<file path="src/hdl/road_pkg.sv">
package road_pkg;

    // video-side line RAM address width, one bank
    localparam int line_aw = 11;
    // CPU word address width into the line RAM
    localparam int cpu_aw = 11;
    // address bit that selects the control register instead of the RAM
    localparam int ctrl_adr_bit = 11;
    // top three hpos bits while the road is inside its drawing window
    localparam logic [2:0] hpos_window = 3'd3;
    // road graphics ROM word address width
    localparam int rom_aw = 14;

    // index word read as a ROM line number
    typedef struct packed {
        logic       off;
        logic [1:0] unused_hi;
        logic [7:0] line;
        logic       unused_lo;
    } road_idx_rom_s;

    // same index word read as a solid colour
    typedef struct packed {
        logic       off;
        logic [3:0] unused;
        logic [6:0] color;
    } road_idx_solid_s;

    typedef union packed {
        road_idx_rom_s   rom;
        road_idx_solid_s solid;
    } road_idx_u;

    // col: background colour in 11..8, per-pattern colour bits in 7..0
    typedef struct packed {
        road_idx_u   idx;
        logic [11:0] scr;
        logic [11:0] col;
    } road_line_s;

    typedef enum logic [1:0] {
        only_road0 = 2'd0,
        road0_prio = 2'd1,
        road1_prio = 2'd2,
        only_road1 = 2'd3
    } road_mode_e;

    // adr carries the RAM word address plus the control select bit on top
    typedef struct packed {
        logic                cyc;
        logic                stb;
        logic                we;
        logic [1:0]          sel;
        logic [ctrl_adr_bit:0] adr;
        logic [15:0]         dat;
    } wb_req_s;

    typedef struct packed {
        logic        ack;
        logic [15:0] dat;
    } wb_rsp_s;

    typedef struct packed {
        logic              cs;
        logic [rom_aw-1:0] addr;
    } rom_req_s;

    typedef struct packed {
        logic        ok;
        logic [15:0] data;
    } rom_rsp_s;

    typedef struct packed {
        logic [1:0] pxl;
        logic       cent;
    } road_pix_s;

    typedef struct packed {
        logic [7:0] pxl;
        logic       from_rom_n;
        logic       blank_or_fixed;
    } road_out_s;

endpackage
</file>
<file path="src/hdl/road_cpu_port.sv">
module road_cpu_port (
    input  logic                   clk,
    input  logic                   rst,
    input  road_pkg::wb_req_s      wb_in,
    output road_pkg::wb_rsp_s      wb_out,
    input  logic [15:0]            ram_rd,
    output logic [1:0]             ram_we,
    output logic                   bank,
    output road_pkg::road_mode_e   mode
);

    logic access;
    logic ctrl_sel;
    logic ack;
    logic toggle;

    assign access   = wb_in.cyc & wb_in.stb;
    assign ctrl_sel = wb_in.adr[road_pkg::ctrl_adr_bit];

    // byte lanes reach the RAM only, once per strobe
    assign ram_we = {2{access & wb_in.we & ~ctrl_sel & ~ack}} & wb_in.sel;

    // RAM latency of one clock is hidden behind the ack delay
    assign wb_out.ack = ack;
    assign wb_out.dat = ctrl_sel ? {14'd0, mode} : ram_rd;

    always_ff @(posedge clk or posedge rst) begin
        if (rst) begin
            ack <= 1'b0;
        end else begin
            // one cycle high, then one low before the next strobe
            ack <= access & ~ack;
        end
    end

    always_ff @(posedge clk or posedge rst) begin
        if (rst) begin
            mode <= road_pkg::only_road0;
        end else if (access && wb_in.we && ctrl_sel && wb_in.sel[0]) begin
            mode <= road_pkg::road_mode_e'(wb_in.dat[1:0]);
        end
    end

    // each control read flips the bank once, however long it is held
    always_ff @(posedge clk or posedge rst) begin
        if (rst) begin
            bank   <= 1'b0;
            toggle <= 1'b0;
        end else if (!(access && ctrl_sel)) begin
            toggle <= 1'b0;
        end else if (!wb_in.we) begin
            if (!toggle) begin
                bank <= ~bank;
            end
            toggle <= 1'b1;
        end
    end

endmodule

</file>
<file path="config.mk">
export PLATFORM = sky130hd
export DESIGN_NAME = road_cpu_port
export DESIGN_NICKNAME = d
export VERILOG_FILES = /design/src/hdl/road_pkg.sv /design/src/hdl/road_cpu_port.sv
export SDC_FILE = /design/constraint.sdc
export NUM_CORES = 1
export LEC_CHECK = 0
export BUFFER_PORTS_ARGS = -buffer_cell sky130_fd_sc_hd__buf_4
export CAP_MARGIN = 30
export CORE_MARGIN = 2
export CORE_UTILIZATION = 22
export DETAILED_ROUTE_END_ITERATION = 7
export PLACE_DENSITY = 0.83
export SLEW_MARGIN = 10
export SYNTH_ARGS = -nofsm -noshare
export SYNTH_HDL_FRONTEND = slang
export SYNTH_SLANG_ARGS = --single-unit
</file>
<file path="constraint.sdc">
create_clock -name clk -period 0.9 [get_ports clk]
set_input_delay 0.09 -clock clk [delete_from_list [all_inputs] [get_ports clk]]
set_output_delay 0.09 -clock clk [all_outputs]
set_load 0.05 [all_outputs]
</file>
==> flow_summary.yaml <==
yosys:
  synth_top_family_by_area: "simple AND/OR/NAND/NOR gates"
  ys_types: 18
  synth_compound_area_share_pct: 1.27
  ys_seq_area_share_pct: 31.8
  synth_nets: 90
  synthMuxAreaShare_pct: 13.4
  synth_xor_area_share_pct: 2.23
  synthCells: 39
  syn_area_per_cell_um2: 10.1
  synth_area_um2: 393
  ys_warn_count: 0
  yosys.area_share.adder_pct: 0
  ys_seq_elements: 5
  synthSimpleGateAreaFrac_pct: 43.3
critical_path:
  reg2reg_depth: 4
  cp.arrival_ns: 1.23
  cp_cell_sequence: "nor4b_4 > and2_4 > buf_8"
  crit_type: "reg2out"
  cp_slowest_stage_delay_ns: 0.40
  crit_path_start_kind: "flip-flop"
  critPathCaptureType: "output pin"
  cp.required_ns: 0.81
  worst_path_max_delay_cell: "dfrtp_1"
  cp_max_fo: 2
clock_network:
  cts_buffers: 3
  cts_root_buffer: "clkbuf_4"
  htree_levels: 1
  cts_max_path_buffers: 2
  clk_pin_slew_ns: 0.04
  cts_tree: "yes"
  cts_sinks: 5
  clkLatencyLatePin_ns: 0.23
sta:
  setup_violations: 10
  tightest_slew_ns: 0.215
  hold_violations: 0
  fmax_ghz: 0.755
  rsz0062_at_grt: "true"
  timing.final.crit_share_pct: 147
  period_minus_slack_ns: 1.32
  finClkSkew_ns: 0.0000429
  setup_ws_ns: -0.424
  maxSlewViolCount: 0
  relSlewSlack_pct: 85.6
  fin_setup_tns_ns: -1.88
grt:
  grt_use_total_pct: 14.0
  first_global_vias: 495
  grt_max_degree: 11
  grt_overflow: 0
  grt_pass1_wl_um: 2040
  antenna_found_initial: 0
layout:
  layoutNonFillerInstCount: 121
  syn_to_final_growth_pct: 178
  drive_above_1_share_pct: 85.4
  final_area_mm2: 0.00109
  diodes: 0
  nets: 148
floorplanning:
  die_w_um: 46.3
  initial_core_util_pct: 23.0
  placeableCoreArea_mm2: 0.00171
  rows: 15
  pin_count: 73
  die_h_um: 46.3
  fp.dieArea_mm2: 0.00214
routing:
  drc: 0
  routed_wl_um: 1580
  drt_iter0_drc: 3
  avgViaCountPerCell: 4.17
  vias: 505
  wl_per_cell_um: 13.0
  ant_nets: 0
  first_pass_iters: 3
pwr:
  finalPower_mw: 1.54
  pwr-share-seq_pct: 20.7
  swShare_pct: 41.2
  power_per_cell_area_mw_per_mm2: 1410
  power_switching_mw: 0.635
  leakage_nw: 0.560
  combinationalPowerShare_pct: 62.9
  intPower_mw: 0.906
  clock_power_share_pct: 16.4
  ir_worst_vdd_mv: 0.837
min_path:
  min_path_type: "in2reg"
  min_path_cells: 2
placed_design:
  place_hpwl_um: 1040
  port_buffers: 47
  post-place-ws_ns: -0.217
  placed_cells: 112
  gp_congestion: 0.690
  placed_area_um2: 867
run_status:
  violations: "negative setup slack"
  outcome: "finished with violations"
run:
  drv_cap: 0
## timing repair
action | in CTS | in global routing
hold endpoints to repair | 5 | 0
hold buffers | 1 | 0
pin swaps | 1 | 1
gates resized for setup | 24 | 17
endpoints found under the setup margin | 18 | 19
setup buffers | 3 | 2
## power groups by stage
stage               clock, mW  combinational, mW  sequential, mW
CTS                     0.267              0.928           0.319
global route            0.293               1.01           0.324
detailed placement          0              0.769           0.319
global placement            0              0.762           0.318
finish                  0.252              0.970           0.319
floorplan                   0              0.350           0.475
## routing by layer
layer / GRT usage (%) / wire length (µm) / share of wire, % / vias to the layer above
met2: 28.9 / 949 / 60 / 32
met1: 11.7 / 479 / 30 / 237
met5: 0 / 0 / 0 / -
met3: 5.88 / 148 / 9.4 / 0
met4: 3.43 / 0 / 0 / 0
li1: - / - / - / 236
## critical path: cells and delay by family (launching register included)
family                 cells  cell delay [ns]
flip-flops                 1             0.40
AND/OR/NAND/NOR            2             0.47
buffers and inverters      1             0.14
## metrics by stage
stage	hold WS, ns	utilization [%]
detailed placement	0.00843	50.8
global placement	0.0117	50.8
CTS	0.0522	59.5
finish	0.0628	64.0
global route	0.0479	64.0
floorplan	-0.132	-
## synth_stat cells
cell	n	area share (%)
nor2b_1	10	16
dfrtp_1	5	32
and2b_1	4	7.6
and2_1	2	3.2
inv_1	2	1.9
mux2_2	2	5.7
mux2_4	2	7.6
nand2_1	2	1.9
a21oi_1	1	1.3
buf_2	1	1.3
buf_4	1	1.9
buf_6	1	2.9
nand3_4	1	4.5
nor2_1	1	0.95
nor2_4	1	2.9
nor3_2	1	2.5
nor4b_2	1	3.8
xor2_1	1	2.2
## layout make-up
class | count | area [µm²]
timing repair buffer | 56 | 563
tap | 25 | 31.3
multi-input combinational | 29 | 335
sequential | 5 | 129
inverter | 2 | 7.51
fill | 122 | 616
clock buffer | 4 | 26.3
## cells by family (layout without fill, tap and decap cells)
group / count (synthesis) / count (layout)
simple gates: 23 / 23
flops: 5 / 5
buf+inv: 5 / 62
xor+xnor: 1 / 1
mux: 4 / 4
compound gates: 1 / 1
## flip-flops by register name, indices dropped and copies added (netlist names)
name,count
ack,1
toggle,1
mode,2
bank,1
## worst paths after layout
path                                   from            endpoint  slack, ns
max                           ack$_DFF_PP0_           ram_we[0]      -0.42
min                               wb_in[30]  toggle$_DFFE_PP0P_       0.06
max reg2reg                   ack$_DFF_PP0_       ack$_DFF_PP0_      -0.01
min reg2reg                bank$_DFFE_PP0P_    bank$_DFFE_PP0P_       0.47
max in group asynchronous               rst    bank$_DFFE_PP0P_       0.40
min in group asynchronous               rst       ack$_DFF_PP0_       0.31
## placed cells by master (no fill, tap or decap), drive strengths merged
cell type	n
a21oi	1
and2	2
and2b	4
buf	55
clkbuf	4
dfrtp	5
dlygate4sd3	1
inv	2
mux2	4
nand2	2
nand3	1
nor2	2
nor2b	10
nor3	1
nor4b	1
xor2	1
Note: power is estimated with default switching activity, not from simulation.
