==> src/hdl/road_pkg.sv <==
package road_pkg;

    // video-side line RAM address width, one bank
    localparam int line_aw = 11;
    // CPU word address width into the line RAM
    localparam int cpu_aw = 11;
    // address bit that selects the control register instead of the RAM
    localparam int ctrl_adr_bit = 11;
    // top three hpos bits while the road is inside its drawing window
    localparam logic [2:0] hpos_window = 3'd3;
    // road graphics ROM word address width
    localparam int rom_aw = 14;

    // index word read as a ROM line number
    typedef struct packed {
        logic       off;
        logic [1:0] unused_hi;
        logic [7:0] line;
        logic       unused_lo;
    } road_idx_rom_s;

    // same index word read as a solid colour
    typedef struct packed {
        logic       off;
        logic [3:0] unused;
        logic [6:0] color;
    } road_idx_solid_s;

    typedef union packed {
        road_idx_rom_s   rom;
        road_idx_solid_s solid;
    } road_idx_u;

    // col: background colour in 11..8, per-pattern colour bits in 7..0
    typedef struct packed {
        road_idx_u   idx;
        logic [11:0] scr;
        logic [11:0] col;
    } road_line_s;

    typedef enum logic [1:0] {
        only_road0 = 2'd0,
        road0_prio = 2'd1,
        road1_prio = 2'd2,
        only_road1 = 2'd3
    } road_mode_e;

    // adr carries the RAM word address plus the control select bit on top
    typedef struct packed {
        logic                cyc;
        logic                stb;
        logic                we;
        logic [1:0]          sel;
        logic [ctrl_adr_bit:0] adr;
        logic [15:0]         dat;
    } wb_req_s;

    typedef struct packed {
        logic        ack;
        logic [15:0] dat;
    } wb_rsp_s;

    typedef struct packed {
        logic              cs;
        logic [rom_aw-1:0] addr;
    } rom_req_s;

    typedef struct packed {
        logic        ok;
        logic [15:0] data;
    } rom_rsp_s;

    typedef struct packed {
        logic [1:0] pxl;
        logic       cent;
    } road_pix_s;

    typedef struct packed {
        logic [7:0] pxl;
        logic       from_rom_n;
        logic       blank_or_fixed;
    } road_out_s;

endpackage
==> src/hdl/road_mixer.sv <==
module road_mixer (
    input  logic                 clk,
    input  logic                 pxl_cen,
    input  logic                 hs,
    input  road_pkg::road_mode_e mode,
    input  road_pkg::road_pix_s  pa,
    input  road_pkg::road_pix_s  pb,
    input  road_pkg::road_line_s line0,
    input  road_pkg::road_line_s line1,
    output road_pkg::road_out_s  out
);

    logic       m_only0, m_only1, m_prio0, m_prio1;
    logic       a_clear, b_clear;
    logic       b_cent3;
    logic       from_rom_n;
    logic       blank_or_fixed;
    logic       force_b;
    logic       win;
    logic [1:0] code;
    logic [11:0] col;
    road_pkg::road_pix_s sel;
    road_pkg::road_out_s nxt;

    assign m_only0 = mode == road_pkg::only_road0;
    assign m_only1 = mode == road_pkg::only_road1;
    assign m_prio0 = mode == road_pkg::road0_prio;
    assign m_prio1 = mode == road_pkg::road1_prio;

    // pattern 3 is see-through before the centre line
    assign a_clear = !pa.cent && pa.pxl == 2'd3;
    assign b_clear = !pb.cent && pb.pxl == 2'd3;
    assign b_cent3 = pb.cent && pb.pxl == 2'd3;

    always_comb begin
        from_rom_n = (line0.idx.rom.off && line1.idx.rom.off) ||
                     (line0.idx.rom.off && m_only0) ||
                     (line1.idx.rom.off && m_only1);
        blank_or_fixed = from_rom_n || (a_clear && b_clear) ||
                         (b_clear && m_only1) || (a_clear && m_only0);

        // layer 1 forced during sync unless the output is fixed
        force_b = hs && !(from_rom_n && blank_or_fixed);

        // high picks layer 1
        win = force_b || m_only1 ||
              (a_clear && b_clear && m_prio1) ||
              (a_clear && b_cent3 && m_prio0) ||
              (a_clear && pb.pxl == 2'd1 && m_prio0) ||
              (a_clear && pb.pxl == 2'd2 && m_prio0) ||
              (a_clear && !pb.pxl[0] && m_prio1) ||
              (a_clear && !pb.pxl[1] && m_prio1) ||
              (!pa.cent && pa.pxl[0] && pb.pxl == 2'd0 && m_prio0) ||
              (!pa.cent && pa.pxl[1] && pb.pxl == 2'd0 && m_prio0) ||
              (b_cent3 && m_prio1) ||
              (b_cent3 && !pa.pxl[0] && m_prio0) ||
              (b_cent3 && !pa.pxl[1] && m_prio0) ||
              (!pa.pxl[0] && pb.pxl == 2'd0 && m_prio1) ||
              (!pa.pxl[1] && pb.pxl == 2'd0 && m_prio1);

        sel = win ? pb : pa;
        code[0] = sel.pxl == 2'd1 || (sel.cent && sel.pxl == 2'd3);
        code[1] = sel.pxl == 2'd2 || (sel.cent && sel.pxl == 2'd3);
        col = win ? line1.col : line0.col;

        if (!blank_or_fixed) begin
            nxt.pxl = {4'd0, win, code, col[{win, code}]};
        end else if (from_rom_n) begin
            // solid colour from the layer that lost
            nxt.pxl = {1'b1, win ? line0.idx.solid.color : line1.idx.solid.color};
        end else begin
            nxt.pxl = {3'b001, win, col[11:8]};
        end
        nxt.from_rom_n     = from_rom_n;
        nxt.blank_or_fixed = blank_or_fixed;
    end

    always_ff @(posedge clk) begin
        if (pxl_cen) begin
            out <= nxt;
        end
    end

endmodule

==> config.mk <==
export PLATFORM = sky130hd
export DESIGN_NAME = road_mixer
export DESIGN_NICKNAME = d
export VERILOG_FILES = /design/src/hdl/road_pkg.sv /design/src/hdl/road_mixer.sv
export SDC_FILE = /design/constraint.sdc
export NUM_CORES = 1
export LEC_CHECK = 0
export ABC_CLOCK_PERIOD_IN_PS = 4200
export BUFFER_PORTS_ARGS = -buffer_cell sky130_fd_sc_hd__buf_2
export CELL_PAD_IN_SITES_DETAIL_PLACEMENT = 1
export CELL_PAD_IN_SITES_GLOBAL_PLACEMENT = 2
export CORE_MARGIN = 2
export CORE_UTILIZATION = 20
export DETAILED_ROUTE_END_ITERATION = 10
export GPL_ROUTABILITY_DRIVEN = 0
export PLACE_DENSITY_LB_ADDON = 0.2
export SYNTH_ARGS = -nofsm -noshare
export SYNTH_HDL_FRONTEND = slang
export SYNTH_SLANG_ARGS = --single-unit
==> constraint.sdc <==
create_clock -name clk -period 4.2 [get_ports clk]
set_clock_uncertainty 0.15 [all_clocks]
set_input_delay 0.42 -clock clk [delete_from_list [all_inputs] [get_ports clk]]
set_output_delay 0.42 -clock clk [all_outputs]
set_load 0.01 [all_outputs]
==> load_flow_metrics.sql <==
INSERT INTO impl_metrics (metric_group, metric, value, unit) VALUES
('critical_path', 'timing.critical_path.required', '4030', 'ps'),
('layout', 'final_util', '0.277', ''),
('critical_path', 'timing_worst_setup_path_type', 'in2reg', ''),
('critical_path', 'critical_path.startpoint', 'mode[1]', ''),
('layout', 'largest_register_ffs', '10', ''),
('layout', 'layout-drive-gt1-share', '0.490', ''),
('routing', 'route.vias.total', '962', ''),
('layout', 'largest-register', 'out', ''),
('critical_path', 'setup.worst_path.end_class', 'flop', ''),
('critical_path', 'critical_path_cell_count', '7', ''),
('cts', 'number_of_hold_buffers_added_after_cts', '0', ''),
('global_routing', 'grt_antenna_before_repair', '0', ''),
('layout', 'num-nets-final', '228', ''),
('floorplan', 'rows', '25', ''),
('power', 'peakVddDrop', '61.7', 'uV'),
('synth', 'synth_top_flop_cell', 'sky130_fd_sc_hd__edfxtp_1', ''),
('synth', 'synthMostInstantiatedCell', 'sky130_fd_sc_hd__edfxtp_1', ''),
('routing', 'drt_wl_total', '3.02', 'mm'),
('timing', 'finalHoldViolations', '0', ''),
('critical_path', 'worst_path_max_delay_cell', 'sky130_fd_sc_hd__and2_1', ''),
('floorplan', 'start_util', '0.208', ''),
('power', 'cellPowerDensity', '260', 'nW/um^2'),
('critical_path', 'arrival_time_at_the_worst_endpoint', '2480', 'ps'),
('critical_path', 'path_cells', 'buf_2, nor2_2, o21ai_1, a221oi_1, and2_1, mux2_4, o211a_1', ''),
('floorplan', 'area_enclosed_by_the_die_boundary', '5480', 'um^2'),
('cts', 'numCtsBuffers', '3', ''),
('layout', 'antenna-diode-count', '0', ''),
('timing', 'setup_repair_after_global_routing_missed_its_margin', 'false', ''),
('routing', 'drc', '0', ''),
('timing', 'max_clock_freq', '377', 'MHz'),
('timing', 'layout_worst_path_cycle_share', '0.632', ''),
('place', 'dp.final_hpwl', '2.46', 'mm'),
('layout', 'area_growth_syn_to_layout', '33.5', '%'),
('synth', 'dominant_cell_type_by_area_after_synthesis', 'sky130_fd_sc_hd__edfxtp_1', ''),
('floorplan', 'fp.dieW', '74.0', 'um'),
('synth', 'yosysTopAreaCellShare', '0.306', ''),
('routing', 'postRouteAntennaNets', '0', ''),
('place', 'port_buffers', '52', ''),
('global_routing', 'grt_overflow', '0', ''),
('floorplan', 'chipHeight', '74.0', 'um'),
('critical_path', 'critPathTopFamily', 'simple AND/OR/NAND/NOR gates', ''),
('cts', 'post_cts_resized', '0', ''),
('timing', 'drv_slew', '0', ''),
('cts', 'postCtsSetupBuffers', '0', ''),
('floorplan', 'ioPinCount', '93', ''),
('layout', 'fillCellCount', '577', ''),
('cts', 'maximum_clock_path_buffer_count', '2', ''),
('critical_path', 'path_buf_inv', '1', ''),
('cts', 'clock_tree_from_tritoncts', 'yes', ''),
('global_routing', 'grt_start_max_net_pins', '15', ''),
('synth', 'post_synth.cell_area_avg', '10.3', 'um^2'),
('global_routing', 'number_of_global_route_vias_before_repair', '998', ''),
('cts', 'clock_sinks', '10', ''),
('synth', 'synthCells', '95', ''),
('cts', 'ctsRootBufferMaster', 'sky130_fd_sc_hd__clkbuf_8', ''),
('outcome', 'outcome', 'finished clean', ''),
('synth', 'mappedNetlistNets', '178', ''),
('timing', 'final_number_of_setup_violating_endpoints', '0', ''),
('routing', 'drt-wirelength-per-cell', '14.4', 'um'),
('critical_path', 'worstSetupStartpointType', 'primary input', ''),
('synth', 'synth.yosys.warnings', '0', ''),
('cts', 'clk_transition_reported_paths', '40', 'ps'),
('synth', 'synth_edf_count', '10', ''),
('cts', 'cts.htree.levels', '1', ''),
('critical_path', 'endpoint', 'out[3]', ''),
('synth', 'synth.lib_cells_used.distinct', '44', ''),
('routing', 'detail_route.iter0.violations', '33', ''),
('hold_path', 'min_path_type', 'in2reg', ''),
('routing', 'drt_first_pass_iters', '4', ''),
('timing', 'slew-limit-headroom', '0.470', ''),
('timing', 'period_needed', '2660', 'ps');
[logic make-up after synthesis]
logic type / count (synthesis) / synth area share
AOI/OAI and AO/OA: 35 / 0.291
DFF: 10 / 0.306
muxes: 12 / 0.165
and+or+nand+nor: 27 / 0.166
buffers and inverters: 11 / 0.0727
[how the worst min path moves through the flow]
stage / from / endpoint / slack [ps] / depth (start not counted)
2_1_floorplan: pxl_cen / out[0] / 380 / 0
3_3_place_gp: line0[30] / out[8] / 590 / 3
3_5_place_dp: line0[30] / out[8] / 600 / 3
4_1_cts: line0[30] / out[8] / 360 / 3
5_1_grt: line1[30] / out[8] / 380 / 3
6_report: line1[30] / out[8] / 360 / 3
[layout make-up]
cell class	count	area, um^2	area share
Tap cell	67	83.8	0.0640
Sequential cell	10	300	0.229
Inverter	4	15.0	0.0115
Timing Repair Buffer	52	260	0.199
Clock buffer	3	41.3	0.0315
Multi-Input combinational cell	74	609	0.465
[metal layers]
metal / routed length (um) / track usage / part of all wire / vias to the layer above
met2: 1510 / 0.199 / 0.50 / 32
met1: 1320 / 0.139 / 0.44 / 451
met5: 0 / 0 / 0 / -
met4: 19 / 0.0364 / 0.0063 / 0
met3: 168 / 0.0122 / 0.056 / 2
li1: - / - / - / 477
[through the flow]
stage	total power [mW]	area [um^2]	std cells	setup slack (ps)
finish	0.341	1310	210	1540
global placement	0.247	1270	207	1270
CTS	0.347	1310	210	1500
global route	0.364	1310	210	1440
detailed placement	0.251	1270	207	1250
floorplan	0.206	981	95	1800
[worst min-delay path, cell delays in order]
cell                      delay (ps)
sky130_fd_sc_hd__buf_2            70
sky130_fd_sc_hd__mux2i_1          60
sky130_fd_sc_hd__nor2_1           80
[where the power goes]
| part | switching (mW) | total, mW | internal, mW | leakage (nW) |
|---|---|---|---|---|
| registers | 0.00249 | 0.128 | 0.125 | 0.0973 |
| logic | 0.0617 | 0.119 | 0.0576 | 0.440 |
| clock network | 0.0315 | 0.0937 | 0.0622 | 0.0216 |
| total | 0.0957 | 0.341 | 0.245 | 0.559 |
[cells in the final DEF, fill, tap and decap left out, types with 2 or more instances in the layout]
master	count
sky130_fd_sc_hd__nand2b_1	3
sky130_fd_sc_hd__a21boi_0	2
sky130_fd_sc_hd__o21ai_0	4
sky130_fd_sc_hd__mux2_2	2
sky130_fd_sc_hd__edfxtp_1	10
sky130_fd_sc_hd__mux2_4	2
sky130_fd_sc_hd__a21oi_1	7
sky130_fd_sc_hd__nor2_1	2
sky130_fd_sc_hd__buf_2	52
sky130_fd_sc_hd__mux2i_1	6
sky130_fd_sc_hd__and2_1	4
sky130_fd_sc_hd__o22ai_1	3
sky130_fd_sc_hd__nand2_1	6
sky130_fd_sc_hd__a211o_1	2
sky130_fd_sc_hd__nand3_1	3
sky130_fd_sc_hd__clkbuf_8	3
sky130_fd_sc_hd__nand4b_1	3
sky130_fd_sc_hd__inv_1	4
(Power assumes the default switching activity.)
