<file path="src/hdl/road_pkg.sv">
package road_pkg;

    // video-side line RAM address width, one bank
    localparam int line_aw = 11;
    // CPU word address width into the line RAM
    localparam int cpu_aw = 11;
    // address bit that selects the control register instead of the RAM
    localparam int ctrl_adr_bit = 11;
    // top three hpos bits while the road is inside its drawing window
    localparam logic [2:0] hpos_window = 3'd3;
    // road graphics ROM word address width
    localparam int rom_aw = 14;

    // index word read as a ROM line number
    typedef struct packed {
        logic       off;
        logic [1:0] unused_hi;
        logic [7:0] line;
        logic       unused_lo;
    } road_idx_rom_s;

    // same index word read as a solid colour
    typedef struct packed {
        logic       off;
        logic [3:0] unused;
        logic [6:0] color;
    } road_idx_solid_s;

    typedef union packed {
        road_idx_rom_s   rom;
        road_idx_solid_s solid;
    } road_idx_u;

    // col: background colour in 11..8, per-pattern colour bits in 7..0
    typedef struct packed {
        road_idx_u   idx;
        logic [11:0] scr;
        logic [11:0] col;
    } road_line_s;

    typedef enum logic [1:0] {
        only_road0 = 2'd0,
        road0_prio = 2'd1,
        road1_prio = 2'd2,
        only_road1 = 2'd3
    } road_mode_e;

    // adr carries the RAM word address plus the control select bit on top
    typedef struct packed {
        logic                cyc;
        logic                stb;
        logic                we;
        logic [1:0]          sel;
        logic [ctrl_adr_bit:0] adr;
        logic [15:0]         dat;
    } wb_req_s;

    typedef struct packed {
        logic        ack;
        logic [15:0] dat;
    } wb_rsp_s;

    typedef struct packed {
        logic              cs;
        logic [rom_aw-1:0] addr;
    } rom_req_s;

    typedef struct packed {
        logic        ok;
        logic [15:0] data;
    } rom_rsp_s;

    typedef struct packed {
        logic [1:0] pxl;
        logic       cent;
    } road_pix_s;

    typedef struct packed {
        logic [7:0] pxl;
        logic       from_rom_n;
        logic       blank_or_fixed;
    } road_out_s;

endpackage
</file>
<file path="src/hdl/road_line_fetch.sv">
module road_line_fetch (
    input  logic                         clk,
    input  logic                         rst,
    input  logic                         pxl_cen,
    input  logic                         hs,
    input  logic [8:0]                   v,
    output logic [road_pkg::line_aw-1:0] vid_adr,
    input  logic [15:0]                  vid_rdat,
    output road_pkg::road_line_s         line0,
    output road_pkg::road_line_s         line1
);

    logic [2:0] st;

    // areas: index 0, index 1, scroll 0, scroll 1, colours
    always_comb begin
        case (st)
            3'd0: vid_adr = {3'd0, v[7:0]};
            3'd1: vid_adr = {3'd1, v[7:0]};
            3'd2: vid_adr = {2'd1, line0.idx[8:0]};
            3'd3: vid_adr = {2'd2, line1.idx[8:0]};
            3'd4: vid_adr = {2'd3, line0.idx[8:0]};
            default: vid_adr = {2'd3, line1.idx[8:0]};
        endcase
    end

    always_ff @(posedge clk or posedge rst) begin
        if (rst) begin
            st    <= 3'd0;
            line0 <= '0;
            line1 <= '0;
        end else if (pxl_cen) begin
            if (hs) begin
                if (st < 3'd6) begin
                    st <= st + 3'd1;
                end
                // word for this step arrived one clock after its address
                case (st)
                    3'd0: line0.idx <= road_pkg::road_idx_u'(vid_rdat[11:0]);
                    3'd1: line1.idx <= road_pkg::road_idx_u'(vid_rdat[11:0]);
                    3'd2: line0.scr <= vid_rdat[11:0];
                    3'd3: line1.scr <= vid_rdat[11:0];
                    3'd4: line0.col <= vid_rdat[11:0];
                    3'd5: line1.col <= vid_rdat[11:0];
                    default: ;
                endcase
            end else begin
                st <= 3'd0;
            end
        end
    end

endmodule

</file>
<file path="config.mk">
export PLATFORM = sky130hd
export DESIGN_NAME = road_line_fetch
export DESIGN_NICKNAME = d
export VERILOG_FILES = /design/src/hdl/road_pkg.sv /design/src/hdl/road_line_fetch.sv
export SDC_FILE = /design/constraint.sdc
export NUM_CORES = 1
export LEC_CHECK = 0
export ABC_AREA = 1
export BUFFER_PORTS_ARGS = -buffer_cell sky130_fd_sc_hd__buf_2
export CAP_MARGIN = 20
export CORE_MARGIN = 3
export CORE_UTILIZATION = 49
export CTS_CLUSTER_SIZE = 10
export DETAILED_ROUTE_END_ITERATION = 12
export GPL_TIMING_DRIVEN = 0
export PLACE_DENSITY_LB_ADDON = 0.25
export REMOVE_ABC_BUFFERS = 1
export SKIP_CTS_REPAIR_TIMING = 1
export SLEW_MARGIN = 20
export SYNTH_ARGS = -nofsm -noshare
export SYNTH_HDL_FRONTEND = slang
export SYNTH_SLANG_ARGS = --single-unit
export TNS_END_PERCENT = 50
</file>
<file path="constraint.sdc">
create_clock -name clk -period 2.6 [get_ports clk]
set_input_delay 0.13 -clock clk [delete_from_list [all_inputs] [get_ports clk]]
set_output_delay 0.13 -clock clk [all_outputs]
set_load 0.01 [all_outputs]
</file>
==> reports/metrics.csv, run 1 <==
stage,metric,value,unit
setup_path,register-to-register setup slack,680,ps
logic_synthesis,Syn Inst Count,334,
die,die width,85.4,µm
clocking,clk sinks,75,
clocking,Num CTS Buffers,9,
logic_synthesis,Post-synth ARST share,1.00,
timing,Worst Tran Pin Value,839,ps
finish,Layout area overhead,25.1,%
logic_synthesis,most frequent cell after synthesis,nand2_1,
logic_synthesis,cell accounting for the most synthesized area,dfrtp_1,
finish,post-layout util,0.641,
power,Leak,0.00213,µW
setup_path,Worst EP required,2470,ps
timing,final setup fails,0,
power,pwr dens,1240,mW/mm²
placement,GPL Wtd Cong,0.773,
power,Net Sw Frac,0.401,
die,row count,28,
detailed_routing,number of detailed-route iterations in the first pass,4,
logic_synthesis,number of synthesis warnings,0,
logic_synthesis,synth top area cells,"dfrtp_1, nand2_1, o21ai_0",
clocking,CTS tree,built,
finish,Antenna Cells,0,
setup_path,CP arrival,2060,ps
die,Starting Density,0.513,
logic_synthesis,Seq cells post-synth,75,
grt,antenna violations before repair,0,
timing,Max Clock Freq,456,MHz
timing,clock skew,6.06,ps
run,Max Cap Viol,0,
setup_path,CP endpoint kind,output pin,
hold_path,class of the worst hold path,in -> reg,
setup_path,WS Path Type,reg -> out,
detailed_routing,vias,2603,
detailed_routing,DRT iter0 DRCs,179,
logic_synthesis,Post-synth EDFFs,0,
finish,Finished Layout Cells,523,
placement,Detail Placement HPWL,5.28,mm
grt,vias in the first global route,2504,
clocking,later-pin clock latency in the skew report,340,ps
logic_synthesis,Synth top cells by count,"nand2_1, dfrtp_1, o21ai_0",
timing,Setup TNS,0,ps
power,Logic pwr share,0.416,
outcome,status,"finished, final reports clean",
detailed_routing,WL per Instance,14.5,µm
power,Power Total,4780,µW
power,maximum vdd drop,0.726,mV
placement,# port buffers,106,
logic_synthesis,Yosys top cell area share,0.608,
power,Internal,2860,µW
timing,period utilisation layout,0.843,
die,DIE AREA,0.00729,mm²
power,P_sw,1920,µW
grt,global-route wire length before repair,12.3,mm
logic_synthesis,Post-Syn Area,0.00309,mm²
grt,maximum number of pins on one net before global-route repair,41,
placement,Cells after DPL,505,
setup_path,CP Launch Type,flop,
timing,Fin. Hold Viols,0,
clocking,clock buffer depth,2,
power,Flop pwr share,0.428,
setup_path,CP max FO,9,
grt,Congestion Overflow GR,0,
detailed_routing,DR vias/cell,4.98,
clocking,Clock Pin Slew Worst Setup and Hold Paths,80,ps
timing,Worst slew margin,0.439,
logic_synthesis,Cell variety after synth,20,
clocking,H-tree lvl count,3,
timing,RSZ-0062 raised after global routing,false,
timing,pins over their slew limit,0,
detailed_routing,ANT nets after route,0,
die,io pins,112,
clocking,Root Driver,clkbuf_8,
timing,Final Critical Period,2190,ps
finish,layout filler cell count,536,
power,clock network fraction of design power,0.156,
grt,total track usage,0.219,
finish,Nets,478,
detailed_routing,Post-Route WL,7.56,mm
die,Die H,85.4,µm
logic_synthesis,ys flop type,dfrtp_1,
finish,share of cells above drive strength 1,0.313,
die,Core Footprint,0.00603,mm²
logic_synthesis,"Seq/Total Area, Yosys",0.608,
detailed_routing,DR DRC count,0,
logic_synthesis,Syn Area/Cell,9.25,µm²
## state kept, by name, summed over array words and instances (netlist names)
name	flops
st	3
line0	36
line1	36
## kinds of logic (layout without fill, tap and decap cells)
logic type / Yosys count / in the layout / synth area share
adder cells (fa/ha/maj): 6 / 6 / 0.0243
AND/OR/NAND/NOR: 134 / 134 / 0.173
flip-flops: 75 / 75 / 0.608
buffers and inverters: 41 / 155 / 0.0587
AO/OA/AOI/OAI: 78 / 78 / 0.136
## placed cells by master (no fill, tap or decap), drive strengths merged
master | netlist | layout
o22ai | 1 | 1
nor2 | 27 | 27
clkinv | 0 | 5
clkbuf | 5 | 10
buf | 7 | 109
dlygate4sd3 | 0 | 1
a21oi | 27 | 27
inv | 29 | 29
nor3 | 1 | 1
nand2 | 101 | 101
clkinvlp | 0 | 1
nand3 | 5 | 5
ha | 6 | 6
o21ai | 50 | 50
dfrtp | 75 | 75
## metrics by stage
stage | setup WS, ps | hold WS, ps | area [µm²]
after CTS | 409 | -170 | 3840
final | 409 | 103 | 3860
after detailed placement | 556 | 203 | 3680
after global routing | 181 | 116 | 3860
after floorplan | 560 | 332 | 3020
after global placement | -240 | 448 | 3640
## power by group through the flow
stage          sequential [µW]  combinational, µW  clock [µW]
2_1_floorplan             2290                839           0
5_1_grt                   2120               2240         809
6_report                  2040               1990         745
3_3_place_gp              2030               1950           0
3_5_place_dp              2050               2020           0
4_1_cts                   2040               2020         765
## final cells by class
class	count	area [µm²]	area share
multi-input cells	218	1030	0.267
flip-flops and latches	75	1880	0.486
clock inverters	6	32.5	0.00842
clock buffers	10	128	0.0330
well taps	75	93.8	0.0243
inverters	29	111	0.0288
repair buffers	110	591	0.153
## routing by layer
metal,GRT usage,up-vias,part of all wire
li1,-,1276,-
met1,0.285,1214,0.43
met2,0.349,96,0.48
met3,0.0466,17,0.064
met4,0.108,0,0.026
met5,0,-,0
## final timing paths
check,startpoint,end,cells after the start
max in group asynchronous,rst,line0[29]$_DFFE_PP0P_,4
min,vid_rdat[11],line1[11]$_DFFE_PP0P_,3
min in group asynchronous,rst,line1[16]$_DFFE_PP0P_,3
max,st[1]$_DFFE_PP0P_,vid_adr[8],8
min reg2reg,line0[34]$_DFFE_PP0P_,line0[34]$_DFFE_PP0P_,2
max reg2reg,st[0]$_DFFE_PP0P_,line0[35]$_DFFE_PP0P_,4
## critical path: stages (launching register included)
cell	delay, ps
dfrtp_1	430
ha_1	230
ha_1	200
a21oi_1	170
nand3_1	160
nand2_2	230
nand2_1	110
nand2_1	70
buf_2	120
(Power assumes the default switching activity.)
==> inputs of run 2 (changes only) <==
Settings changed: CORE_UTILIZATION 49 to 44.
Clock period 2.6 ns to 2 ns, I/O delays scaled along.
==> reports/metrics.csv, run 2 (synthesis results as in run 1) <==
stage,metric,value,unit,change
placement,Detail Placement HPWL,5.20,mm,-1.5%
detailed_routing,DR DRC count,0,,unchanged
clocking,Clock Pin Slew Worst Setup and Hold Paths,80,ps,about the same
detailed_routing,DR WL met3,448,µm,-7.6%
finish,Layout area overhead,33.4,%,
clocking,H-tree lvl count,3,,unchanged
timing,period utilisation layout,0.983,,
power,Leak,0.00220,µW,+3.2%
die,DIE AREA,0.00806,mm²,+11%
timing,hold slack,72.1,ps,-31.0 ps
finish,share of cells above drive strength 1,0.354,,+0.0415
timing,final setup fails,0,,unchanged
detailed_routing,M1 WL,3.39,mm,+3.1%
detailed_routing,ANT nets after route,0,,unchanged
power,Internal,4200,µW,+47%
detailed_routing,number of detailed-route iterations in the first pass,4,,unchanged
setup_path,CP Launch Type,flop,,
clocking,clock buffer depth,2,,unchanged
hold_path,class of the worst hold path,in -> reg,,
finish,Top Registers,"line0 (36), line1 (36), st (3)",,
grt,antenna violations before repair,0,,unchanged
outcome,status,"finished, final reports clean",,
grt,maximum number of pins on one net before global-route repair,48,,+17%
power,clock network fraction of design power,0.195,,+0.039
finish,most frequent cells in the layout,"buf_2, nand2_1, dfrtp_1, o21ai_0, nor2_1",,
die,Starting Density,0.470,,-0.0423
timing,Fin. Hold Viols,0,,unchanged
setup_path,Worst EP required,1900,ps,-570 ps
clocking,Root Driver,clkbuf_8,,
setup_path,CP arrival,1870,ps,-190 ps
timing,pins over their slew limit,0,,unchanged
finish,Nets,482,,+0.84%
die,Core Footprint,0.00657,mm²,+9.0%
placement,GPL Wtd Cong,0.819,,+6.0%
timing,Worst Tran Pin Value,805,ps,-33.6 ps
die,row count,29,,+3.6%
power,maximum vdd drop,0.838,mV,+15%
timing,Final Critical Period,1970,ps,
detailed_routing,Post-Route WL,7.80,mm,+3.2%
run,Max Cap Viol,0,,unchanged
finish,"leading cell type in the layout, fill and taps excluded",buf_2,,
setup_path,CP endpoint kind,output pin,,
power,P_sw,2660,µW,+39%
placement,Place WS,-39.6,ps,-596 ps
detailed_routing,WL per Instance,14.3,µm,-0.93%
grt,Congestion Overflow GR,0,,unchanged
timing,fin worst setup slack,34.1,ps,-375 ps
grt,total track usage,0.194,,-0.0253
clocking,CTS tree,built,,
timing,Max Clock Freq,509,MHz,
timing,RSZ-0062 raised after global routing,true,,
clocking,clk sinks,75,,unchanged
placement,# port buffers,106,,unchanged
power,Net Sw Frac,0.387,,-0.0139
detailed_routing,DR top layer,met4,,
clocking,Num CTS Buffers,9,,unchanged
die,Die H,89.8,µm,+5.1%
timing,clock skew,8.29,ps,+2.23 ps
die,die width,89.8,µm,+5.1%
die,io pins,112,,unchanged
placement,placed cell areas,0.00369,mm²,+0.41%
power,Flop pwr share,0.388,,-0.040
detailed_routing,DR vias/cell,4.74,,-4.7%
detailed_routing,vias,2586,,-0.65%
timing,Worst slew margin,0.462,,+0.0227
grt,global-route wire length before repair,12.4,mm,+0.90%
power,Logic pwr share,0.417,,about the same
setup_path,CP max FO,5,,-4
grt,vias in the first global route,2447,,-2.3%
finish,post-layout util,0.627,,-0.0138
finish,post-route cell area,0.00412,mm²,+6.6%
detailed_routing,met2 WL post-DR,3.80,mm,+5.8%
clocking,later-pin clock latency in the skew report,340,ps,about the same
setup_path,WS Path Type,reg -> out,,
finish,Antenna Cells,0,,unchanged
power,pwr dens,1670,mW/mm²,+35%
detailed_routing,DRT iter0 DRCs,96,,-46%
run 2: layout make-up:
| type | instances | area [µm²] |
|---|---|---|
| Clock inverter | 5 | 85.1 |
| Inverter | 29 | 114 |
| Clock buffer | 11 | 151 |
| Timing Repair Buffer | 113 | 627 |
| Fill cell | 573 | 2450 |
| Multi-Input combinational cell | 219 | 1150 |
| Sequential cell | 75 | 1880 |
| Tap cell | 93 | 116 |
run 2: per-stage QoR:
step	setup TNS (ps)	instances	total power [µW]
detailed placement	-218	522	5290
finish	0	545	6860
CTS	-1050	538	6640
floorplan	-748	322	4070
global route	-513	545	7400
global placement	-62860	521	5190
run 2: final timing paths:
kind,startpoint,end,slack [ps],cells past startpoint
worst max-delay path,st[1]$_DFFE_PP0P_,vid_adr[1],30,9
worst min-delay path,vid_rdat[11],line0[11]$_DFFE_PP0P_,70,3
worst max register to register,st[2]$_DFFE_PP0P_,line1[20]$_DFFE_PP0P_,150,4
max in group asynchronous,rst,line1[27]$_DFFE_PP0P_,1160,4
min in group asynchronous,rst,line1[21]$_DFFE_PP0P_,290,3
worst min register to register,line0[15]$_DFFE_PP0P_,line0[15]$_DFFE_PP0P_,490,2
run 2: power by group through the flow:
stage                     combinational [µW]  sequential (µW)  clock, µW
after floorplan                         1090             2980          0
after global placement                  2550             2640          0
after detailed placement                2620             2670          0
after CTS                               2620             2660       1370
after global routing                    3190             2760       1450
final                                   2860             2660       1340
run 2: critical path, cell delays in order (launching register included):
cell	delay [ps]
dfrtp_1	410
buf_6	130
ha_4	160
ha_4	170
a21oi_4	140
nand3_4	150
nand2_8	130
nand2_1	60
nand2_1	70
buf_6	110
run 2: layer usage:
metal	up-vias	global-route usage
li1	1287	-
met5	-	0
met4	0	0.0779
met1	1201	0.247
met3	14	0.0551
met2	84	0.313
