===== src/hdl/road_pkg.sv =====
package road_pkg;

    // video-side line RAM address width, one bank
    localparam int line_aw = 11;
    // CPU word address width into the line RAM
    localparam int cpu_aw = 11;
    // address bit that selects the control register instead of the RAM
    localparam int ctrl_adr_bit = 11;
    // top three hpos bits while the road is inside its drawing window
    localparam logic [2:0] hpos_window = 3'd3;
    // road graphics ROM word address width
    localparam int rom_aw = 14;

    // index word read as a ROM line number
    typedef struct packed {
        logic       off;
        logic [1:0] unused_hi;
        logic [7:0] line;
        logic       unused_lo;
    } road_idx_rom_s;

    // same index word read as a solid colour
    typedef struct packed {
        logic       off;
        logic [3:0] unused;
        logic [6:0] color;
    } road_idx_solid_s;

    typedef union packed {
        road_idx_rom_s   rom;
        road_idx_solid_s solid;
    } road_idx_u;

    // col: background colour in 11..8, per-pattern colour bits in 7..0
    typedef struct packed {
        road_idx_u   idx;
        logic [11:0] scr;
        logic [11:0] col;
    } road_line_s;

    typedef enum logic [1:0] {
        only_road0 = 2'd0,
        road0_prio = 2'd1,
        road1_prio = 2'd2,
        only_road1 = 2'd3
    } road_mode_e;

    // adr carries the RAM word address plus the control select bit on top
    typedef struct packed {
        logic                cyc;
        logic                stb;
        logic                we;
        logic [1:0]          sel;
        logic [ctrl_adr_bit:0] adr;
        logic [15:0]         dat;
    } wb_req_s;

    typedef struct packed {
        logic        ack;
        logic [15:0] dat;
    } wb_rsp_s;

    typedef struct packed {
        logic              cs;
        logic [rom_aw-1:0] addr;
    } rom_req_s;

    typedef struct packed {
        logic        ok;
        logic [15:0] data;
    } rom_rsp_s;

    typedef struct packed {
        logic [1:0] pxl;
        logic       cent;
    } road_pix_s;

    typedef struct packed {
        logic [7:0] pxl;
        logic       from_rom_n;
        logic       blank_or_fixed;
    } road_out_s;

endpackage

===== src/hdl/road_layer.sv =====
module road_layer (
    input  logic                 clk,
    input  logic                 rst,
    input  logic                 pxl_cen,
    input  logic                 hs,
    input  road_pkg::road_line_s line,
    output road_pkg::rom_req_s   rom_out,
    input  road_pkg::rom_rsp_s   rom_in,
    output road_pkg::road_pix_s  pix
);

    logic [11:0] hpos;
    logic [15:0] shifter;
    logic        in_window;
    logic        en;
    logic        cent;

    assign in_window = hpos[11:9] == road_pkg::hpos_window;
    assign en        = !line.idx.rom.off && in_window;

    assign rom_out.addr = {line.idx.rom.line, hpos[8:3]};

    // two bitplanes, one in each byte
    assign pix.pxl  = {shifter[15], shifter[7]};
    assign pix.cent = cent;

    always_ff @(posedge clk or posedge rst) begin
        if (rst) begin
            rom_out.cs <= 1'b0;
            hpos       <= 12'd0;
            cent       <= 1'b0;
        end else if (hs) begin
            rom_out.cs <= 1'b0;
            hpos       <= line.scr;
            cent       <= 1'b0;
        end else if (pxl_cen) begin
            rom_out.cs <= en;
            hpos       <= hpos + 12'd1;
            // past the window or its middle
            if (!in_window || hpos[8:0] == 9'hff) begin
                cent <= 1'b1;
            end
        end
    end

    always_ff @(posedge clk) begin
        if (hs) begin
            shifter <= 16'hffff;
        end else if (pxl_cen) begin
            if (hpos[2:0] == 3'd0) begin
                // data taken as is, ok not checked
                shifter <= en ? rom_in.data : 16'hffff;
            end else begin
                shifter <= shifter << 1;
            end
        end
    end

endmodule


===== config.mk =====
export PLATFORM = sky130hd
export DESIGN_NAME = road_layer
export DESIGN_NICKNAME = d
export VERILOG_FILES = /design/src/hdl/road_pkg.sv /design/src/hdl/road_layer.sv
export SDC_FILE = /design/constraint.sdc
export NUM_CORES = 1
export LEC_CHECK = 0
export BUFFER_PORTS_ARGS = -buffer_cell sky130_fd_sc_hd__buf_2
export CORE_ASPECT_RATIO = 0.75
export CORE_MARGIN = 8
export CORE_UTILIZATION = 48
export CTS_BUF_LIST = sky130_fd_sc_hd__clkbuf_4 sky130_fd_sc_hd__clkbuf_8
export DETAILED_ROUTE_END_ITERATION = 16
export PLACE_DENSITY = 0.82
export SLEW_MARGIN = 20
export SYNTH_ARGS = -nofsm -noshare
export SYNTH_HDL_FRONTEND = slang
export SYNTH_SLANG_ARGS = --single-unit

===== constraint.sdc =====
create_clock -name clk -period 2.36 [get_ports clk]
set_clock_uncertainty 0.1 [all_clocks]
set_input_delay 0 -clock clk [delete_from_list [all_inputs] [get_ports clk]]
set_output_delay 0 -clock clk [all_outputs]
set_load 0.03 [all_outputs]

==> impl_metrics.toml, run 1 <==
[finish]
final_net_count = 296
area.sequential_um2 = 671
syn2layout_area_growth_pct = 36.0
fillers = 243
final_cells = 277
post-route-util_pct = 66.6
final_layout_size_suffix_gt1_share_pct = 24.1
multi_input_comb_area_um2 = 684
n_antenna_cell = 0

[worst_setup_path]
path_max_fanout = 6
r2r_end = "shifter[0]"
rr_worst_depth = 6
critPathKind = "reg2reg"
worstPathRequired_ns = 2.47
start_kind = "flop"
crit-reg2reg-launch = "hpos[0]"
worst-endpoint-arrival_ns = 2.30
r2r_slack_ns = 0.18
cp-end-kind = "flop"

[floorplan]
floorplan.initialDensity_pct = 49.0
row_count = 18
fp.dieH_um = 65.5
dieWidth_um = 82.0
core_area_um2 = 3200
die_area_um2 = 5370
io_pins = 75

[grt]
grt_max_degree = 43
grt_use_total_pct = 16.7
grt_first_pass_wirelength_mm = 6.82
first_global_vias = 1478
antenna_found_initial = 0
grt_overflow_total = 0

[power]
power_leakage_nw = 0.935
power_switching_uw = 394
power.share.sequential_pct = 43.1
switching_share_of_power_pct = 28.5
power_density_nw_per_um2 = 649
combinationalPowerShare_pct = 20.1
internal_power_uw = 988
vdd_ir_drop_max_mv = 0.393
p_clk_share_pct = 36.8

[sta]
setup_viol = 0
rsz0062_at_grt = "false"
max_slew.worst_pin.slew_ns = 0.817
timing.max_slew.rel_slack_pct = 45.5
clock.fmax_mhz = 458
period_utilization_post_route_pct = 92.5
timing.final.crit_period_ns = 2.18
report.final.hold_viol_count = 0
final.hold.worst_slack_ns = 0.0561
fin_tns_setup_ns = 0
maxSlewViolCount = 0

[outcome]
outcome = "finished, final reports clean"

[run]
max-cap-violations = 0

[yosys]
yosys_most_used_dff = "dfxtp_1"
synth_enable_flop_cells = 0
synth_cell_types = 29
postSynthNetCount = 237
synth_top_area_share_pct = 22.4
synth.most_common_cell = "o21ai_0"
yosys-top-cells-area = "dfrtp_1 22%, dfxtp_1 20%, buf_4 9.6%, o21ai_0 8.3%, o22ai_1 6.0%"
post_synth_instance_area_um2 = 1570
asyncSetResetFlopFracSynth_pct = 46.7
seq_area_frac_synth_pct = 42.8
synthDominantAreaCellType = "dfrtp_1"
synth-seq-cells = 30
synth.cells.most_frequent = "26 x o21ai_0, 20 x buf_4, 17 x a21oi_1, 17 x nand2_1, 16 x dfxtp_1"
avgSynthCellArea_um2 = 8.85
synthCells = 177
synth_warnings = 0

[detailed_routing]
drt_pass_1_iters = 4
routed_via_density = 5.38
detail_route.iter0.violations = 230
post_drt_wl_per_cell_um = 15.3
detail-route-antenna-nets = 0
detail_route.drc_violations = 0
final_routed_wirelength_mm = 4.23
num_vias = 1489

[clock_tree]
cts_repair_resize_count = 0
cts.reportedPaths.clkPinSlew_ns = 0.07
post-cts-setup-buffers = 0
cts-root-buf = "clkbuf_8"
ctsHtreeMaxLevel = 2
cts_inserted_buffers = 5
tritoncts_clock_tree = "yes"
cts-hold-fix-buffers = 38
cts_buffer_depth = 2
cts.sink_count = 30
clock_insertion_delay_worst_skew_ns = 0.29

[place]
dp.cells = 231
detailed_placer_s_ending_hpwl_mm = 2.30
port-buffer-count = 42
place.gp.congestion = 0.763

[hold_path]
min-delay-path-class = "in2reg"
worst_hold_path.num_cells = 3
min_from = "pxl_cen"
hold_path_end = "cent"
stage by stage:
| step | setup WS (ns) | instance area [µm²] | power [mW] |
|---|---|---|---|
| final | 0.178 | 2130 | 1.38 |
| after global routing | 0.0466 | 2130 | 1.45 |
| after CTS | 0.201 | 2130 | 1.38 |
| after detailed placement | 0.517 | 1640 | 0.806 |
| after global placement | 0.560 | 1640 | 0.800 |
| after floorplan | 0.660 | 1570 | 0.787 |
power groups by stage:
stage	combinational, mW	sequential (mW)	clock, mW
3_3_place_gp	0.198	0.603	0
6_report	0.278	0.596	0.509
4_1_cts	0.270	0.594	0.514
2_1_floorplan	0.196	0.591	0
5_1_grt	0.302	0.602	0.548
3_5_place_dp	0.203	0.604	0
layout make-up:
type	instances	area share [%]
Tap cell	40	2.35
Clock buffer	5	3.23
Timing Repair Buffer	81	28.1
Multi-Input combinational cell	113	32.1
Clock inverter	3	1.88
Sequential cell	30	31.5
Inverter	5	0.881
layout by cell type (no fill, tap or decap), types with 2 or more instances in the layout:
cell type and count:
a21oi_1 17, buf_2 42, clkbuf_8 5, clkinv_2 2, dfrtp_1 14, dfxtp_1 16
dlygate4sd3_1 38, ha_1 3, inv_1 5, mux2i_1 2, nand2_1 17, nand4_1 3
nor2_1 5, nor3_1 2, o21ai_0 26, o21ai_1 3, o22ai_1 15, xnor2_1 6
xor2_1 4
critical path, stage by stage, from the launching register on:
cell and delay, ns:
dfrtp_1 0.44, inv_1 0.08, ha_1 0.13, nor2b_1 0.46, o41ai_1 0.17, dlygate4sd3_1 0.59
o21ai_0 0.14
cells by family (layout without fill, tap and decap cells):
| family | Yosys count | after routing | share of synthesized area [%] |
|---|---|---|---|
| adders and majority gates | 3 | 3 | 2.40 |
| and+or+nand+nor | 36 | 36 | 13.2 |
| muxes | 2 | 2 | 1.28 |
| DFF | 30 | 30 | 42.8 |
| buffers and inverters | 34 | 94 | 13.5 |
| AOI/OAI and AO/OA | 62 | 62 | 21.2 |
| xor gates and xnor gates | 10 | 10 | 5.59 |
layer usage:
| layer | GRT usage [%] | share of wire [%] | vias to the layer above |
|---|---|---|---|
| li1 | - | - | 723 |
| met5 | 0 | 0 | - |
| met4 | 10.5 | 4.3 | 0 |
| met2 | 24.0 | 45 | 92 |
| met1 | 20.6 | 42 | 654 |
| met3 | 5.99 | 9.6 | 20 |
sequential cells by signal, summed over array words and instances, names as in the netlist:
signal / count
hpos: 12
rom_out: 1
cent: 1
shifter: 16
how the worst max path moves through the flow:
stage | start | endpoint | slack (ns)
2_1_floorplan | hpos[0] | cent | 0.66
3_3_place_gp | hpos[0] | shifter[11] | 0.56
3_5_place_dp | hpos[0] | shifter[12] | 0.52
4_1_cts | hpos[0] | shifter[0] | 0.20
5_1_grt | hpos[0] | shifter[0] | 0.05
6_report | hpos[0] | shifter[0] | 0.18
(Power assumes the default switching activity.)
==> inputs of run 2 (changes only) <==
MAX_ROUTING_LAYER = met4   (was default)
==> run 2 against run 1 <==
Clock power about the same. Global-route usage increased by 0.48 points. Critical path depth unchanged. Die area unchanged. First-iteration DRC count increased by 0.87%. Maximum frequency decreased by 0.41%. Largest power group unchanged. Wire length increased by 0.54%. Power increased by 0.28%. Hold slack got worse by 0.0030 ns. Core utilization unchanged. Clock-buffer cell count unchanged.
==> impl_metrics.toml, run 2 (synthesis results as in run 1) <==
[detailed_routing]
detail_route.drc_violations = 0
post_drt_wl_per_cell_um = 15.4
detail_route.iter0.violations = 232
detail-route-antenna-nets = 0
final_routed_wirelength_mm = 4.25
num_vias = 1493
drt_pass_1_iters = 7
routed_via_density = 5.39

[floorplan]
io_pins = 75
fp.dieH_um = 65.5
core_area_um2 = 3200
dieWidth_um = 82.0
row_count = 18
die_area_um2 = 5370
floorplan.initialDensity_pct = 49.0

[worst_setup_path]
cpMaxStageDelayCell = "dlygate4sd3_1"
crit_path_cell_trace = "inv_1 -> ha_1 -> nor2b_1 -> o41ai_1 -> dlygate4sd3_1 -> o21ai_0"
cp.buffers_inverters = 2
worst-endpoint-arrival_ns = 2.31
start_kind = "flop"
worstPathRequired_ns = 2.48
cp_slowest_stage_delay_ns = 0.59
path_max_fanout = 6
critPathKind = "reg2reg"
cp-end-kind = "flop"
crit_family = "buffers and inverters"

[grt]
grt_use_total_pct = 17.1
grt_max_degree = 43
grt_first_pass_wirelength_mm = 6.82
antenna_found_initial = 0
grt_overflow_total = 0
first_global_vias = 1479

[outcome]
outcome = "finished, final reports clean"

[clock_tree]
cts_buffer_depth = 2
tritoncts_clock_tree = "yes"
ctsHtreeMaxLevel = 2
cts_inserted_buffers = 5
cts.reportedPaths.clkPinSlew_ns = 0.07
clock_insertion_delay_worst_skew_ns = 0.29
cts.sink_count = 30
cts-root-buf = "clkbuf_8"
post-cts-setup-buffers = 0

[finish]
final_layout_size_suffix_gt1_share_pct = 24.1
layout_commonest_cell = "buf_2"
reg.largest.list = "shifter (16), hpos (12)"
final_net_count = 296
syn2layout_area_growth_pct = 36.0
layout_common_cells = "42 x buf_2, 38 x dlygate4sd3_1, 26 x o21ai_0"
n_antenna_cell = 0
max_flop_register = "shifter"
fillers = 243
largest_reg_flops = 16

[place]
detailed_placer_s_ending_hpwl_mm = 2.30
place.gp.congestion = 0.773
port-buffer-count = 42

[sta]
fin_tns_setup_ns = 0
timing.max_slew.rel_slack_pct = 47.0
final.hold.worst_slack_ns = 0.0531
timing.final.crit_period_ns = 2.19
maxSlewViolCount = 0
setup_viol = 0
period_utilization_post_route_pct = 92.9
max_slew.worst_pin.slew_ns = 0.795
rsz0062_at_grt = "false"
report.final.hold_viol_count = 0
clock.fmax_mhz = 456

[power]
vdd_ir_drop_max_mv = 0.394
fin_total_pwr_mw = 1.39
power_leakage_nw = 0.935
power_density_nw_per_um2 = 651

[run]
max-cap-violations = 0

[hold_path]
min-delay-path-class = "in2reg"
## run 2: power breakdown
group          leakage [nW]  internal (mW)  switching [mW]
registers             0.305          0.552          0.0442
logic                 0.573          0.126           0.152
clock network        0.0579          0.310           0.202
## run 2: repair_timing
| action | 4_1_cts | 5_1_grt |
|---|---|---|
| hold buffers | 38 | 0 |
| hold endpoints to repair | 50 | 0 |
| resized for setup | 0 | 0 |
## run 2: tightest hold or removal path, stage by stage
cell and delay, ns:
buf_2 0.20, a21oi_1 0.16, nor2_1 0.05
## run 2: per-stage QoR
stage	utilization, %	setup WS (ns)	instance area (µm²)	instances
6_report	66.6	0.169	2130	277
5_1_grt	66.6	0.0466	2130	277
2_1_floorplan	-	0.660	1570	177
3_3_place_gp	51.3	0.560	1640	231
4_1_cts	66.6	0.201	2130	277
3_5_place_dp	51.3	0.517	1640	231
## run 2: final timing paths
kind	from	endpoint	slack, ns	depth (start not counted)
max	hpos[0]	shifter[0]	0.17	6
min	pxl_cen	cent	0.05	3
max reg2reg	hpos[0]	shifter[0]	0.17	6
min reg2reg	shifter[2]	shifter[2]	0.38	2
max in group asynchronous	rst	hpos[5]	1.59	3
min in group asynchronous	rst	hpos[4]	0.20	3
## run 2: cell type report
cell class                      count  area, µm²  area share, %
Multi-Input combinational cell    113        684           32.1
Sequential cell                    30        671           31.5
Timing Repair Buffer               81        598           28.1
Clock buffer                        5       68.8           3.23
Tap cell                           40       50.0           2.35
Clock inverter                      3       40.0           1.88
Inverter                            5       18.8          0.881
## run 2: per-layer routing
layer / vias up / GRT usage [%] / part of all wire (%)
li1: 721 / - / -
met1: 674 / 21.2 / 44
met2: 80 / 24.0 / 46
met3: 18 / 5.04 / 7.1
met4: 0 / 10.5 / 3.6
met5: - / - / 0
==> inputs of run 3 (changes only) <==
==> constraint.sdc (replaced) <==
create_clock -name clk -period 2.36 [get_ports clk]
set_clock_uncertainty 0.1 [all_clocks]
set_input_delay 0.118 -clock clk [delete_from_list [all_inputs] [get_ports clk]]
set_output_delay 0.118 -clock clk [all_outputs]
set_load 0.03 [all_outputs]
==> run 3 against run 2 <==
Die area did not move. Final area down 13%. Non-clock buffer count down 25. Combinational power shrank 21%. Critical path depth is 1 higher. Register-to-register slack improved by 0.31 ns. Critical endpoint is now cent. Largest cell class unchanged.
==> impl_metrics.toml, run 3 (synthesis results as in run 1) <==
[detailed_routing]
drt_pass_1_iters = 4
detail_route.iter0.violations = 171
final_routed_wirelength_mm = 3.60
post_drt_wl_per_cell_um = 14.3
num_vias = 1337
routed_via_density = 5.31
detail_route.drc_violations = 0
detail-route-antenna-nets = 0

[place]
detailed_placer_s_ending_hpwl_mm = 2.30
place.gp.congestion = 0.775
port-buffer-count = 42

[power]
power_density_nw_per_um2 = 665
power_leakage_nw = 0.824
vdd_ir_drop_max_mv = 0.296
fin_total_pwr_mw = 1.24

[grt]
grt_first_pass_wirelength_mm = 5.93
antenna_found_initial = 0
first_global_vias = 1299
grt_max_degree = 43
grt_overflow_total = 0
grt_use_total_pct = 14.8

[finish]
reg.largest.list = "shifter (16), hpos (12)"
multi_input_comb_area_um2 = 684
n_antenna_cell = 0
largest_reg_flops = 16
layout_common_cells = "42 x buf_2, 26 x o21ai_0, 17 x nand2_1, 17 x a21oi_1, 16 x dfxtp_1"
area.sequential_um2 = 671
fillers = 305
syn2layout_area_growth_pct = 18.9
final_layout_size_suffix_gt1_share_pct = 26.9
max_flop_register = "shifter"
layout_commonest_cell = "buf_2"
final_net_count = 271
post-route-util_pct = 58.3

[hold_path]
min-delay-path-class = "in2reg"
worst_hold_path.num_cells = 3

[run]
max-cap-violations = 0

[sta]
report.final.hold_viol_count = 0
timing.max_slew.rel_slack_pct = 47.2
timing.final.crit_period_ns = 1.88
clock.fmax_mhz = 532
maxSlewViolCount = 0
rsz0062_at_grt = "false"
period_utilization_post_route_pct = 79.7
max_slew.worst_pin.slew_ns = 0.791
setup_viol = 0
fin_tns_setup_ns = 0

[outcome]
outcome = "finished, final reports clean"

[clock_tree]
clock_insertion_delay_worst_skew_ns = 0.28
cts.sink_count = 30
cts_inserted_buffers = 5
tritoncts_clock_tree = "yes"
cts_buffer_depth = 2
post-cts-setup-buffers = 0
ctsHtreeMaxLevel = 2
cts-root-buf = "clkbuf_8"
cts.reportedPaths.clkPinSlew_ns = 0.06
cts_repair_resize_count = 0

[worst_setup_path]
cp-end-kind = "flop"
rr_worst_depth = 7
start_kind = "flop"
cp_slowest_stage_delay_ns = 0.44
crit_path_cell_trace = "ha_1 -> nand3_1 -> nor2_1 -> ha_1 -> or3_1 -> a21oi_1 -> nor2_1"
critPathKind = "reg2reg"
worstPathRequired_ns = 2.40
worst-endpoint-arrival_ns = 1.92
cpMaxStageDelayCell = "dfrtp_1"
path_max_fanout = 5

[floorplan]
die_area_um2 = 5370
io_pins = 75
floorplan.initialDensity_pct = 49.0
fp.dieH_um = 65.5
dieWidth_um = 82.0
row_count = 18
core_area_um2 = 3200
run 3: repair_timing:
action                     in CTS  in global routing
hold buffers                   13                  0
hold endpoints to repair       26                  0
setup endpoints to repair       0                  0
run 3: metal layers:
metal / vias up / GRT usage (%) / wire [µm]
met3: 12 / 5.72 / 271
met5: - / - / 0
met2: 49 / 21.0 / 1690
met4: 0 / 9.17 / 112
met1: 604 / 17.1 / 1530
li1: 672 / - / -
run 3: final cells by class:
type | instances | area share, %
clock buffers | 8 | 4.90
flip-flops and latches | 30 | 36.0
repair buffers | 56 | 18.7
multi-input cells | 113 | 36.7
well taps | 40 | 2.69
inverters | 5 | 1.01
run 3: path summary, 6_finish.rpt:
| kind | endpoint | slack [ns] | start |
|---|---|---|---|
| setup / recovery | cent | 0.48 | hpos[0] |
| hold / removal | shifter[9] | 0.01 | rom_in[9] |
| setup reg to reg | cent | 0.48 | hpos[0] |
| hold reg to reg | shifter[4] | 0.37 | shifter[4] |
| max in group asynchronous | hpos[8] | 1.44 | rst |
| min in group asynchronous | hpos[2] | 0.34 | rst |
run 3: per-stage QoR:
step / cell area, µm² / setup slack (ns) / hold slack [ns] / instances
6_report: 1860 / 0.479 / 0.0117 / 252
3_3_place_gp: 1640 / 0.558 / 0.0795 / 231
5_1_grt: 1860 / 0.345 / 0.00880 / 252
4_1_cts: 1860 / 0.479 / 0.00316 / 252
3_5_place_dp: 1640 / 0.499 / 0.0936 / 231
2_1_floorplan: 1570 / 0.660 / -0.0928 / 177
run 3: power by group:
| part | switching, mW | internal [mW] |
|---|---|---|
| registers | 0.0431 | 0.552 |
| logic | 0.124 | 0.0968 |
| clock network | 0.179 | 0.243 |
| total | 0.346 | 0.892 |
run 3: worst max-delay path, delay by kind of cell, from the launching register on:
kind | cells | cell delay (ns)
DFF | 1 | 0.44
and+or+nand+nor | 4 | 0.56
adders and majority gates | 2 | 0.47
AOI/OAI and AO/OA | 1 | 0.16
